==> src/logic/tea_pkg.sv <==
// TEA accelerator shared definitions
// Widths, cipher constants, register map and bus/job structs

package tea_pkg;

	typedef logic [31:0] word_t;
	typedef logic [7:0]  tag_t;
	typedef logic [7:0]  apb_addr_t;

	//////////////////////////////////////////////////
	// Cipher constants
	localparam word_t tea_key [4] = '{
		32'h01234567,
		32'h89abcdef,
		32'h13579248,
		32'h248a0135
	};
	localparam word_t tea_delta = 32'h9e3779b9;

	//////////////////////////////////////////////////
	// Register map where the launch offset reads back status
	localparam apb_addr_t reg_data0     = 8'h00;
	localparam apb_addr_t reg_data1     = 8'h04;
	localparam apb_addr_t reg_launch    = 8'h08;
	localparam apb_addr_t reg_result_lo = 8'h0c;
	localparam apb_addr_t reg_result_hi = 8'h10;

	typedef struct packed {
		tag_t  tag;
		word_t v0;
		word_t v1;
	} tea_job_t;

	typedef struct packed {
		tag_t  tag;
		word_t v0;
		word_t v1;
	} tea_result_t;

	typedef struct packed {
		logic      psel;
		logic      penable;
		logic      pwrite;
		apb_addr_t paddr;
		word_t     pwdata;
	} apb_req_t;

	typedef struct packed {
		logic  pready;
		word_t prdata;
		logic  pslverr;
	} apb_rsp_t;

	typedef enum logic [1:0] {
		idle,
		setup,
		access
	} apb_state_t;

endpackage

==> src/logic/tea_result_queue.sv <==
// TEA result queue
// Circular buffer collecting lane results by lowest-index priority
`timescale 1ns/1ps

module tea_result_queue #(
	parameter int LANES       = 3,
	parameter int QUEUE_DEPTH = 4
) (
	input  logic                 clk,
	input  logic                 reset,
	input  logic [LANES-1:0]     lane_valid,
	input  tea_pkg::tea_result_t lane_result [LANES],
	input  logic                 pop,
	output logic [LANES-1:0]     lane_accept,
	output tea_pkg::tea_result_t head,
	output logic [7:0]           count,
	output logic                 empty
);
	import tea_pkg::*;

	localparam int PW = (QUEUE_DEPTH > 1) ? $clog2(QUEUE_DEPTH) : 1;

	tea_result_t mem [QUEUE_DEPTH];
	tea_result_t push_data;
	logic [PW-1:0] wr_ptr;
	logic [PW-1:0] rd_ptr;
	logic          full;
	logic          push;

	assign full  = (count == 8'(QUEUE_DEPTH));
	assign empty = (count == 8'd0);

	always_comb
	begin
		lane_accept = '0;
		push_data = lane_result[0];
		for (int i = LANES - 1; i >= 0; i--)
		begin
			if (lane_valid[i] && !full)
			begin
				lane_accept = '0;
				lane_accept[i] = 1'b1;
				push_data = lane_result[i];
			end
		end
	end

	assign push = |lane_accept;

	//////////////////////////////////////////////////
	// Pointers and count
	always_ff @(posedge clk or posedge reset)
	begin
		if (reset)
		begin
			wr_ptr <= '0;
			rd_ptr <= '0;
			count <= 8'd0;
		end
		else
		begin
			if (push)
				wr_ptr <= (wr_ptr == PW'(QUEUE_DEPTH - 1)) ? '0 : wr_ptr + 1'b1;
			if (pop)
				rd_ptr <= (rd_ptr == PW'(QUEUE_DEPTH - 1)) ? '0 : rd_ptr + 1'b1;
			count <= count + {7'd0, push} - {7'd0, pop};
		end
	end

	always_ff @(posedge clk)
	begin
		if (push)
			mem[wr_ptr] <= push_data;
	end

	assign head = mem[rd_ptr];

	a_no_overflow: assert property (@(posedge clk) disable iff (reset)
		count <= 8'(QUEUE_DEPTH));
	a_no_underflow: assert property (@(posedge clk) disable iff (reset)
		pop |-> !empty);

endmodule

==> src/logic/tea_lane.sv <==
// TEA lane
// Iterative encryption engine, one round per clock, holds its result until taken
`timescale 1ns/1ps

module tea_lane #(
	parameter int ROUNDS = 32
) (
	input  logic                 clk,
	input  logic                 reset,
	input  logic                 start,
	input  tea_pkg::tea_job_t    job,
	input  logic                 accept,
	output logic                 busy,
	output logic                 valid,
	output tea_pkg::tea_result_t result
);
	import tea_pkg::*;

	localparam int CW = $clog2(ROUNDS + 1);

	logic          running;
	logic [CW-1:0] round_cnt;
	tag_t          tag_q;
	word_t         v0_q;
	word_t         v1_q;
	word_t         sum_q;
	word_t         v0_next;
	word_t         v1_next;

	// One TEA round
	assign v0_next = v0_q + (((v1_q << 4) + tea_key[0]) ^ (v1_q + sum_q) ^
		((v1_q >> 5) + tea_key[1]));
	assign v1_next = v1_q + (((v0_next << 4) + tea_key[2]) ^ (v0_next + sum_q) ^
		((v0_next >> 5) + tea_key[3]));

	//////////////////////////////////////////////////
	// Round control
	always_ff @(posedge clk or posedge reset)
	begin
		if (reset)
		begin
			running <= 1'b0;
			valid <= 1'b0;
			round_cnt <= '0;
		end
		else if (start)
		begin
			running <= 1'b1;
			round_cnt <= '0;
		end
		else if (running)
		begin
			round_cnt <= round_cnt + 1'b1;
			if (round_cnt == CW'(ROUNDS - 1))
			begin
				running <= 1'b0;
				valid <= 1'b1;
			end
		end
		else if (valid && accept)
			valid <= 1'b0;
	end

	// Datapath with the sum starting at delta for round one
	always_ff @(posedge clk)
	begin
		if (start)
		begin
			tag_q <= job.tag;
			v0_q <= job.v0;
			v1_q <= job.v1;
			sum_q <= tea_delta;
		end
		else if (running)
		begin
			v0_q <= v0_next;
			v1_q <= v1_next;
			sum_q <= sum_q + tea_delta;
		end
	end

	assign busy   = running || valid;
	assign result = '{tag: tag_q, v0: v0_q, v1: v1_q};

	a_start_idle: assert property (@(posedge clk) disable iff (reset)
		start |-> !busy);

endmodule

==> src/logic/tea_apb_regs.sv <==
// TEA APB register block
// Holds the data words, dispatches launches to free lanes, serves status and results
`timescale 1ns/1ps

module tea_apb_regs #(
	parameter int LANES = 3
) (
	input  logic                 clk,
	input  logic                 reset,
	input  tea_pkg::apb_req_t    apb,
	input  logic [LANES-1:0]     lane_busy,
	input  tea_pkg::tea_result_t head,
	input  logic [7:0]           queue_count,
	input  logic                 queue_empty,
	output tea_pkg::apb_rsp_t    rsp,
	output logic [LANES-1:0]     lane_start,
	output tea_pkg::tea_job_t    job,
	output logic                 pop
);
	import tea_pkg::*;

	apb_state_t       state;
	apb_state_t       state_next;
	word_t            data0;
	word_t            data1;
	word_t            status;
	word_t            rdata;
	logic             rd_err;
	logic             pready;
	logic             wr_xfer;
	logic             rd_xfer;
	logic             launch;
	logic             launch_fail;
	logic [LANES-1:0] free_pick;
	logic [7:0]       free_count;

	//////////////////////////////////////////////////
	// Bus FSM with one wait state per transfer
	always_ff @(posedge clk or posedge reset)
	begin
		if (reset)
			state <= idle;
		else
			state <= state_next;
	end

	always_comb
	begin
		state_next = idle;
		case (state)
			idle:
				if (apb.psel && !apb.penable)
					state_next = setup;
			setup:
				if (apb.psel && apb.penable)
					state_next = access;
			default:
				state_next = idle;
		endcase
	end

	assign pready  = (state == access);
	assign wr_xfer = pready && apb.pwrite;
	assign rd_xfer = pready && !apb.pwrite;

	always_ff @(posedge clk)
	begin
		if (wr_xfer && apb.paddr == reg_data0)
			data0 <= apb.pwdata;
		if (wr_xfer && apb.paddr == reg_data1)
			data1 <= apb.pwdata;
	end

	//////////////////////////////////////////////////
	// Lowest free lane wins
	always_comb
	begin : pick_lane
		logic found;
		found = 1'b0;
		free_pick = '0;
		free_count = 8'd0;
		for (int i = 0; i < LANES; i++)
		begin
			if (!lane_busy[i])
			begin
				free_count = free_count + 8'd1;
				if (!found)
					free_pick[i] = 1'b1;
				found = 1'b1;
			end
		end
	end

	assign launch      = wr_xfer && apb.paddr == reg_launch;
	assign launch_fail = launch && !(|free_pick);
	assign lane_start  = launch ? free_pick : '0;
	assign job         = '{tag: apb.pwdata[7:0], v0: data0, v1: data1};
	assign pop         = rd_xfer && apb.paddr == reg_result_hi && !queue_empty;

	// Head tag, queue count, free lanes
	assign status = {8'h00, free_count, queue_count, head.tag};

	always_comb
	begin
		rdata = '0;
		rd_err = 1'b0;
		case (apb.paddr)
			reg_data0:     rdata = data0;
			reg_data1:     rdata = data1;
			reg_launch:    rdata = status;
			reg_result_lo:
			begin
				rdata = queue_empty ? '0 : head.v0;
				rd_err = queue_empty;
			end
			reg_result_hi:
			begin
				rdata = queue_empty ? '0 : head.v1;
				rd_err = queue_empty;
			end
			default:       rdata = '0;
		endcase
	end

	assign rsp = '{
		pready:  pready,
		prdata:  rd_xfer ? rdata : '0,
		pslverr: (rd_xfer && rd_err) || launch_fail
	};

	// Access phase is always entered through a setup cycle
	a_setup_first: assert property (@(posedge clk) disable iff (reset)
		$rose(apb.penable) |-> $past(apb.psel && !apb.penable));

endmodule

==> src/logic/tea_accel_top.sv <==
// TEA accelerator top
// APB register block, a row of TEA lanes and the result queue
`timescale 1ns/1ps

module tea_accel_top #(
	parameter int LANES       = 3,
	parameter int ROUNDS      = 32,
	parameter int QUEUE_DEPTH = 4
) (
	input  logic              clk,
	input  logic              reset,
	input  tea_pkg::apb_req_t apb,
	output tea_pkg::apb_rsp_t rsp
);
	import tea_pkg::*;

	logic [LANES-1:0] lane_start;
	logic [LANES-1:0] lane_busy;
	logic [LANES-1:0] lane_valid;
	logic [LANES-1:0] lane_accept;
	tea_job_t         job;
	tea_result_t      lane_result [LANES];
	tea_result_t      head;
	logic [7:0]       queue_count;
	logic             queue_empty;
	logic             pop;

	tea_apb_regs #(
		.LANES (LANES)
	) tea_apb_regs_i (
		.clk         (clk),
		.reset       (reset),
		.apb         (apb),
		.lane_busy   (lane_busy),
		.head        (head),
		.queue_count (queue_count),
		.queue_empty (queue_empty),
		.rsp         (rsp),
		.lane_start  (lane_start),
		.job         (job),
		.pop         (pop)
	);

	for (genvar i = 0; i < LANES; i++)
	begin : g_lane
		tea_lane #(
			.ROUNDS (ROUNDS)
		) tea_lane_i (
			.clk    (clk),
			.reset  (reset),
			.start  (lane_start[i]),
			.job    (job),
			.accept (lane_accept[i]),
			.busy   (lane_busy[i]),
			.valid  (lane_valid[i]),
			.result (lane_result[i])
		);
	end

	tea_result_queue #(
		.LANES       (LANES),
		.QUEUE_DEPTH (QUEUE_DEPTH)
	) tea_result_queue_i (
		.clk         (clk),
		.reset       (reset),
		.lane_valid  (lane_valid),
		.lane_result (lane_result),
		.pop         (pop),
		.lane_accept (lane_accept),
		.head        (head),
		.count       (queue_count),
		.empty       (queue_empty)
	);

endmodule

==> config.mk <==
export PLATFORM = sky130hd
export DESIGN_NAME = tea_accel_top
export DESIGN_NICKNAME = d
export VERILOG_FILES = /design/src/logic/tea_pkg.sv /design/src/logic/tea_result_queue.sv /design/src/logic/tea_lane.sv /design/src/logic/tea_apb_regs.sv /design/src/logic/tea_accel_top.sv
export SDC_FILE = /design/constraint.sdc
export NUM_CORES = 2
export LEC_CHECK = 0
export BUFFER_PORTS_ARGS = -buffer_cell sky130_fd_sc_hd__buf_4
export CORE_MARGIN = 3
export CORE_UTILIZATION = 35
export CTS_CLUSTER_SIZE = 24
export DETAILED_ROUTE_END_ITERATION = 8
export HOLD_SLACK_MARGIN = 0.1
export SYNTH_ARGS = -nofsm -noshare
export SYNTH_HDL_FRONTEND = slang
export SYNTH_HIERARCHICAL = 1
export SYNTH_SLANG_ARGS = --single-unit
==> constraint.sdc <==
create_clock -name clk -period 20.2 [get_ports clk]
set_clock_uncertainty 0.1 [all_clocks]
set_input_delay 4.04 -clock clk [delete_from_list [all_inputs] [get_ports clk]]
set_output_delay 4.04 -clock clk [all_outputs]
set_load 0.03 [all_outputs]
==> flow_metrics.env <==
export IMPL_run_status="complete, no violations"
export IMPL_m3_gr_usage_pct=2.98
export IMPL_remaining_drc_errors=0
export IMPL_max_freq_ghz=0.0927
export IMPL_final_cell_mix="sky130_fd_sc_hd__xnor2_1, sky130_fd_sc_hd__edfxtp_1, sky130_fd_sc_hd__nand2_1"
export IMPL_final_nets=6519
export IMPL_switching_share_pct=36.1
export IMPL_drt_wl_total_um=212000
export IMPL_initial_utilization_pct=35.3
export IMPL_arrival_ns=6.65
export IMPL_setup_tns_ns=0
export IMPL_clock_root_buffer="sky130_fd_sc_hd__clkbuf_16"
export IMPL_ys_ff_latch=702
export IMPL_worstPathRequired_ns=16.06
export IMPL_dp_slack_ns=9.34
export IMPL_power_leakage_nw=22.6
export IMPL_final_min_period_over_clock_period_pct=53.4
export IMPL_insertion_delay_ns=0.70
export IMPL_synth_warning_count=6
export IMPL_crit_fanout=38
export IMPL_worst_setup_path_type="in -> out"
export IMPL_routed_antenna_nets=0
export IMPL_placement_rows=150
export IMPL_rsz_0062_raised_after_global_routing="false"
export IMPL_finalSetupViolations=0
export IMPL_cpPeakStageDelay_ns=0.86
export IMPL_final_common_cell="sky130_fd_sc_hd__xnor2_1"
export IMPL_tritoncts_num_sinks=702
export IMPL_syn_mean_instance_area_um2=9.80
export IMPL_grt_antenna_before_repair=6
export IMPL_timing_critical_path_mode_cell="sky130_fd_sc_hd__buf_4"
export IMPL_ys_flop_type="sky130_fd_sc_hd__edfxtp_1"
export IMPL_gp_congestion=0.969
export IMPL_first_global_vias=44700
export IMPL_vias_per_cell=5.79
export IMPL_cts_post_setup_buffers_inserted=0
export IMPL_vias=48100
export IMPL_synth_area_um2=59300
export IMPL_wl_per_cell_um=25.5
export IMPL_nFillCells=16600
export IMPL_post_dp_cell_area_um2=61900
export IMPL_power_density_nw_per_um2=85.4
export IMPL_final_design_area_no_fill_um2=64700
export IMPL_report_power_total_mw=5.52
export IMPL_clk_path_buf_depth=3
export IMPL_design_core_area_um2=168000
export IMPL_place_hpwl_um=163000
export IMPL_track_usage_pct=23.5
export IMPL_hold_ws_ns=0.348
export IMPL_ir_worst_vdd_mv=0.124
export IMPL_drt_pass1_iterations=6
export IMPL_critical_path_startpoint_type="primary input"
export IMPL_busiest_grt_layer="met2"
export IMPL_sequential_area_share_after_synthesis_pct=33.6
export IMPL_worst_slew_pin_transition_ns=1.31
export IMPL_gr_util_met2_pct=37.1
export IMPL_die_width_um=417
export IMPL_max_cap_viol_count=0
export IMPL_h_tree_depth=3
export IMPL_syn_num_nets=6538
export IMPL_post_synth_num_cell_types=143
export IMPL_die_area_um2=174000
export IMPL_hold_buffers=0
export IMPL_clkPwrFrac_pct=27.9
export IMPL_setup_slack_ns=9.41
export IMPL_hold_viol=0
export IMPL_pwr_share_comb_pct=41.6
export IMPL_timing_critical_path_to_type="primary output"
export IMPL_crit_path_top_delay_cell="sky130_fd_sc_hd__nor4b_2"
export IMPL_pwr_share_seq_pct=30.5
export IMPL_post_cts_resized_instances=0
export IMPL_synthCells=6046
export IMPL_io_buffers=78
export IMPL_grt_first_pass_wirelength_um=307000
export IMPL_power_report_internal_total_mw=3.53
export IMPL_hold_path_class="reg -> reg"
export IMPL_die_height_um=417
export IMPL_timing_critical_path_cells="buf_4 > nand2_1 > nor4b_2 > a221o_1 > buf_4"
export IMPL_flow_area_growth_from_synthesis_pct=9.15
export IMPL_io_pin_count=79
export IMPL_fin_crit_ns=10.79
export IMPL_global_route_usage_met1_pct=31.7
export IMPL_max_slew_margin_pct=12.7
export IMPL_clkTransAtPathRegs_ns=0.06
export IMPL_cts_made_buffers=83
export IMPL_post_route_cells_drive_above_1_share_pct=10.6
export IMPL_synth_async_sr_flop_share_pct=5.41
export IMPL_detailedRoute_firstIterationViolations=5108
export IMPL_netSwitchingPower_mw=1.99
export IMPL_number_of_flops_mapped_to_enable_cells_by_yosys=568
export IMPL_global_route_overflow_total=0
export IMPL_largest_net_degree_at_the_start_of_global_routing=163
export IMPL_cts_tree="built"
export IMPL_maxSlewViolCount=0
synth_stat cells (all sizes together) (35+ instances only):
master / count / area (um2)
o31ai: 35 / 290
dfrtp: 38 / 951
a211oi: 40 / 338
mux4: 72 / 1620
xor2: 212 / 1940
nand4: 40 / 250
a21o: 188 / 1410
a21oi: 425 / 2190
nor3: 105 / 552
dfxtp: 96 / 1920
nand2b: 95 / 594
nor2b: 123 / 769
ha: 434 / 5430
mux2i: 46 / 460
clkbuf: 155 / 606
inv: 185 / 694
mux2: 55 / 619
a22oi: 74 / 901
nor4: 36 / 238
or3: 39 / 254
and3: 80 / 500
nand3: 97 / 513
a31oi: 112 / 767
o21ai: 413 / 2080
buf: 70 / 485
o211ai: 41 / 313
xnor2: 807 / 7150
nor2: 306 / 1170
o21a: 63 / 474
o21bai: 59 / 443
nand2: 446 / 1670
and2: 41 / 262
edfxtp: 568 / 17100
worst paths after layout:
| kind | startpoint | end | slack, ns | cells past startpoint |
|---|---|---|---|---|
| max in group asynchronous | reset | tea_result_queue_i/rd_ptr[1] | 16.21 | 2 |
| setup reg to reg | g_lane[0].tea_lane_i/v1_q[0] | g_lane[0].tea_lane_i/v1_q[31] | 9.43 | 42 |
| hold / removal | tea_apb_regs_i/state[0] | tea_apb_regs_i/state[0] | 0.35 | 1 |
| hold reg to reg | tea_apb_regs_i/state[0] | tea_apb_regs_i/state[0] | 0.35 | 1 |
| setup / recovery | apb[34] | rsp[17] | 9.41 | 5 |
| min in group asynchronous | reset | tea_apb_regs_i/state[1] | 3.23 | 2 |
stage by stage:
| stage | std cells | utilization [%] |
|---|---|---|
| 2_1_floorplan | 6046 | - |
| 3_3_place_gp | 8146 | 36.9 |
| 4_1_cts | 8301 | 38.5 |
| 5_1_grt | 8301 | 38.5 |
| 3_5_place_dp | 8146 | 36.9 |
| 6_report | 8305 | 38.5 |
power by group through the flow:
| stage | clock network [mW] | registers (mW) | logic [mW] |
|---|---|---|---|
| after detailed placement | 0 | 1.71 | 2.26 |
| after floorplan | 0 | 1.70 | 1.79 |
| final | 1.54 | 1.68 | 2.30 |
| after CTS | 1.58 | 1.68 | 2.27 |
| after global routing | 1.63 | 1.68 | 2.53 |
| after global placement | 0 | 1.71 | 2.21 |
metal layers:
layer  vias to the layer above  wire [um]
met4                         0      12300
met1                     23500      91300
li1                      22400          -
met5                         -          0
met3                       352      13700
met2                      1866      94700
state kept, by name, indices dropped and copies added (netlist names), 8 cells and up:
signal,count
g_lane.tea_lane_i/v0_q,96
tea_result_queue_i/count,8
g_lane.tea_lane_i/sum_q,96
tea_apb_regs_i/data0,32
g_lane.tea_lane_i/tag_q,24
g_lane.tea_lane_i/round_cnt,18
g_lane.tea_lane_i/v1_q,96
tea_apb_regs_i/data1,32
tea_result_queue_i/mem,288
worst max-delay path: cells and delay by family:
kind / cells / cell delay [ns]
buffers and inverters: 2 / 0.81
AND/OR/NAND/NOR: 2 / 1.37
AO/OA/AOI/OAI: 1 / 0.40
area by class of cell:
class	instances	area, um2	share of cell area, %
Clock buffer	102	2170	3.35
Tap cell	2204	2760	4.26
Timing Repair Buffer	121	946	1.46
Multi-Input combinational cell	4928	37600	58.1
Clock inverter	53	564	0.872
Antenna cell	4	10.0	0.0155
Sequential cell	702	19900	30.8
Inverter	191	717	1.11
cell families (layout without fill, tap and decap cells):
| family | Yosys count | in the layout | synth area share [%] |
|---|---|---|---|
| xor gates and xnor gates | 1025 | 1025 | 15.6 |
| AOI/OAI and AO/OA | 1726 | 1726 | 20.1 |
| adders and majority gates | 447 | 447 | 9.60 |
| muxes | 173 | 173 | 4.56 |
| DFF | 702 | 702 | 33.6 |
| and+or+nand+nor | 1557 | 1557 | 13.5 |
| other | 0 | 4 | 0 |
| buffers and inverters | 416 | 467 | 3.05 |
(Power assumes the default switching activity.)
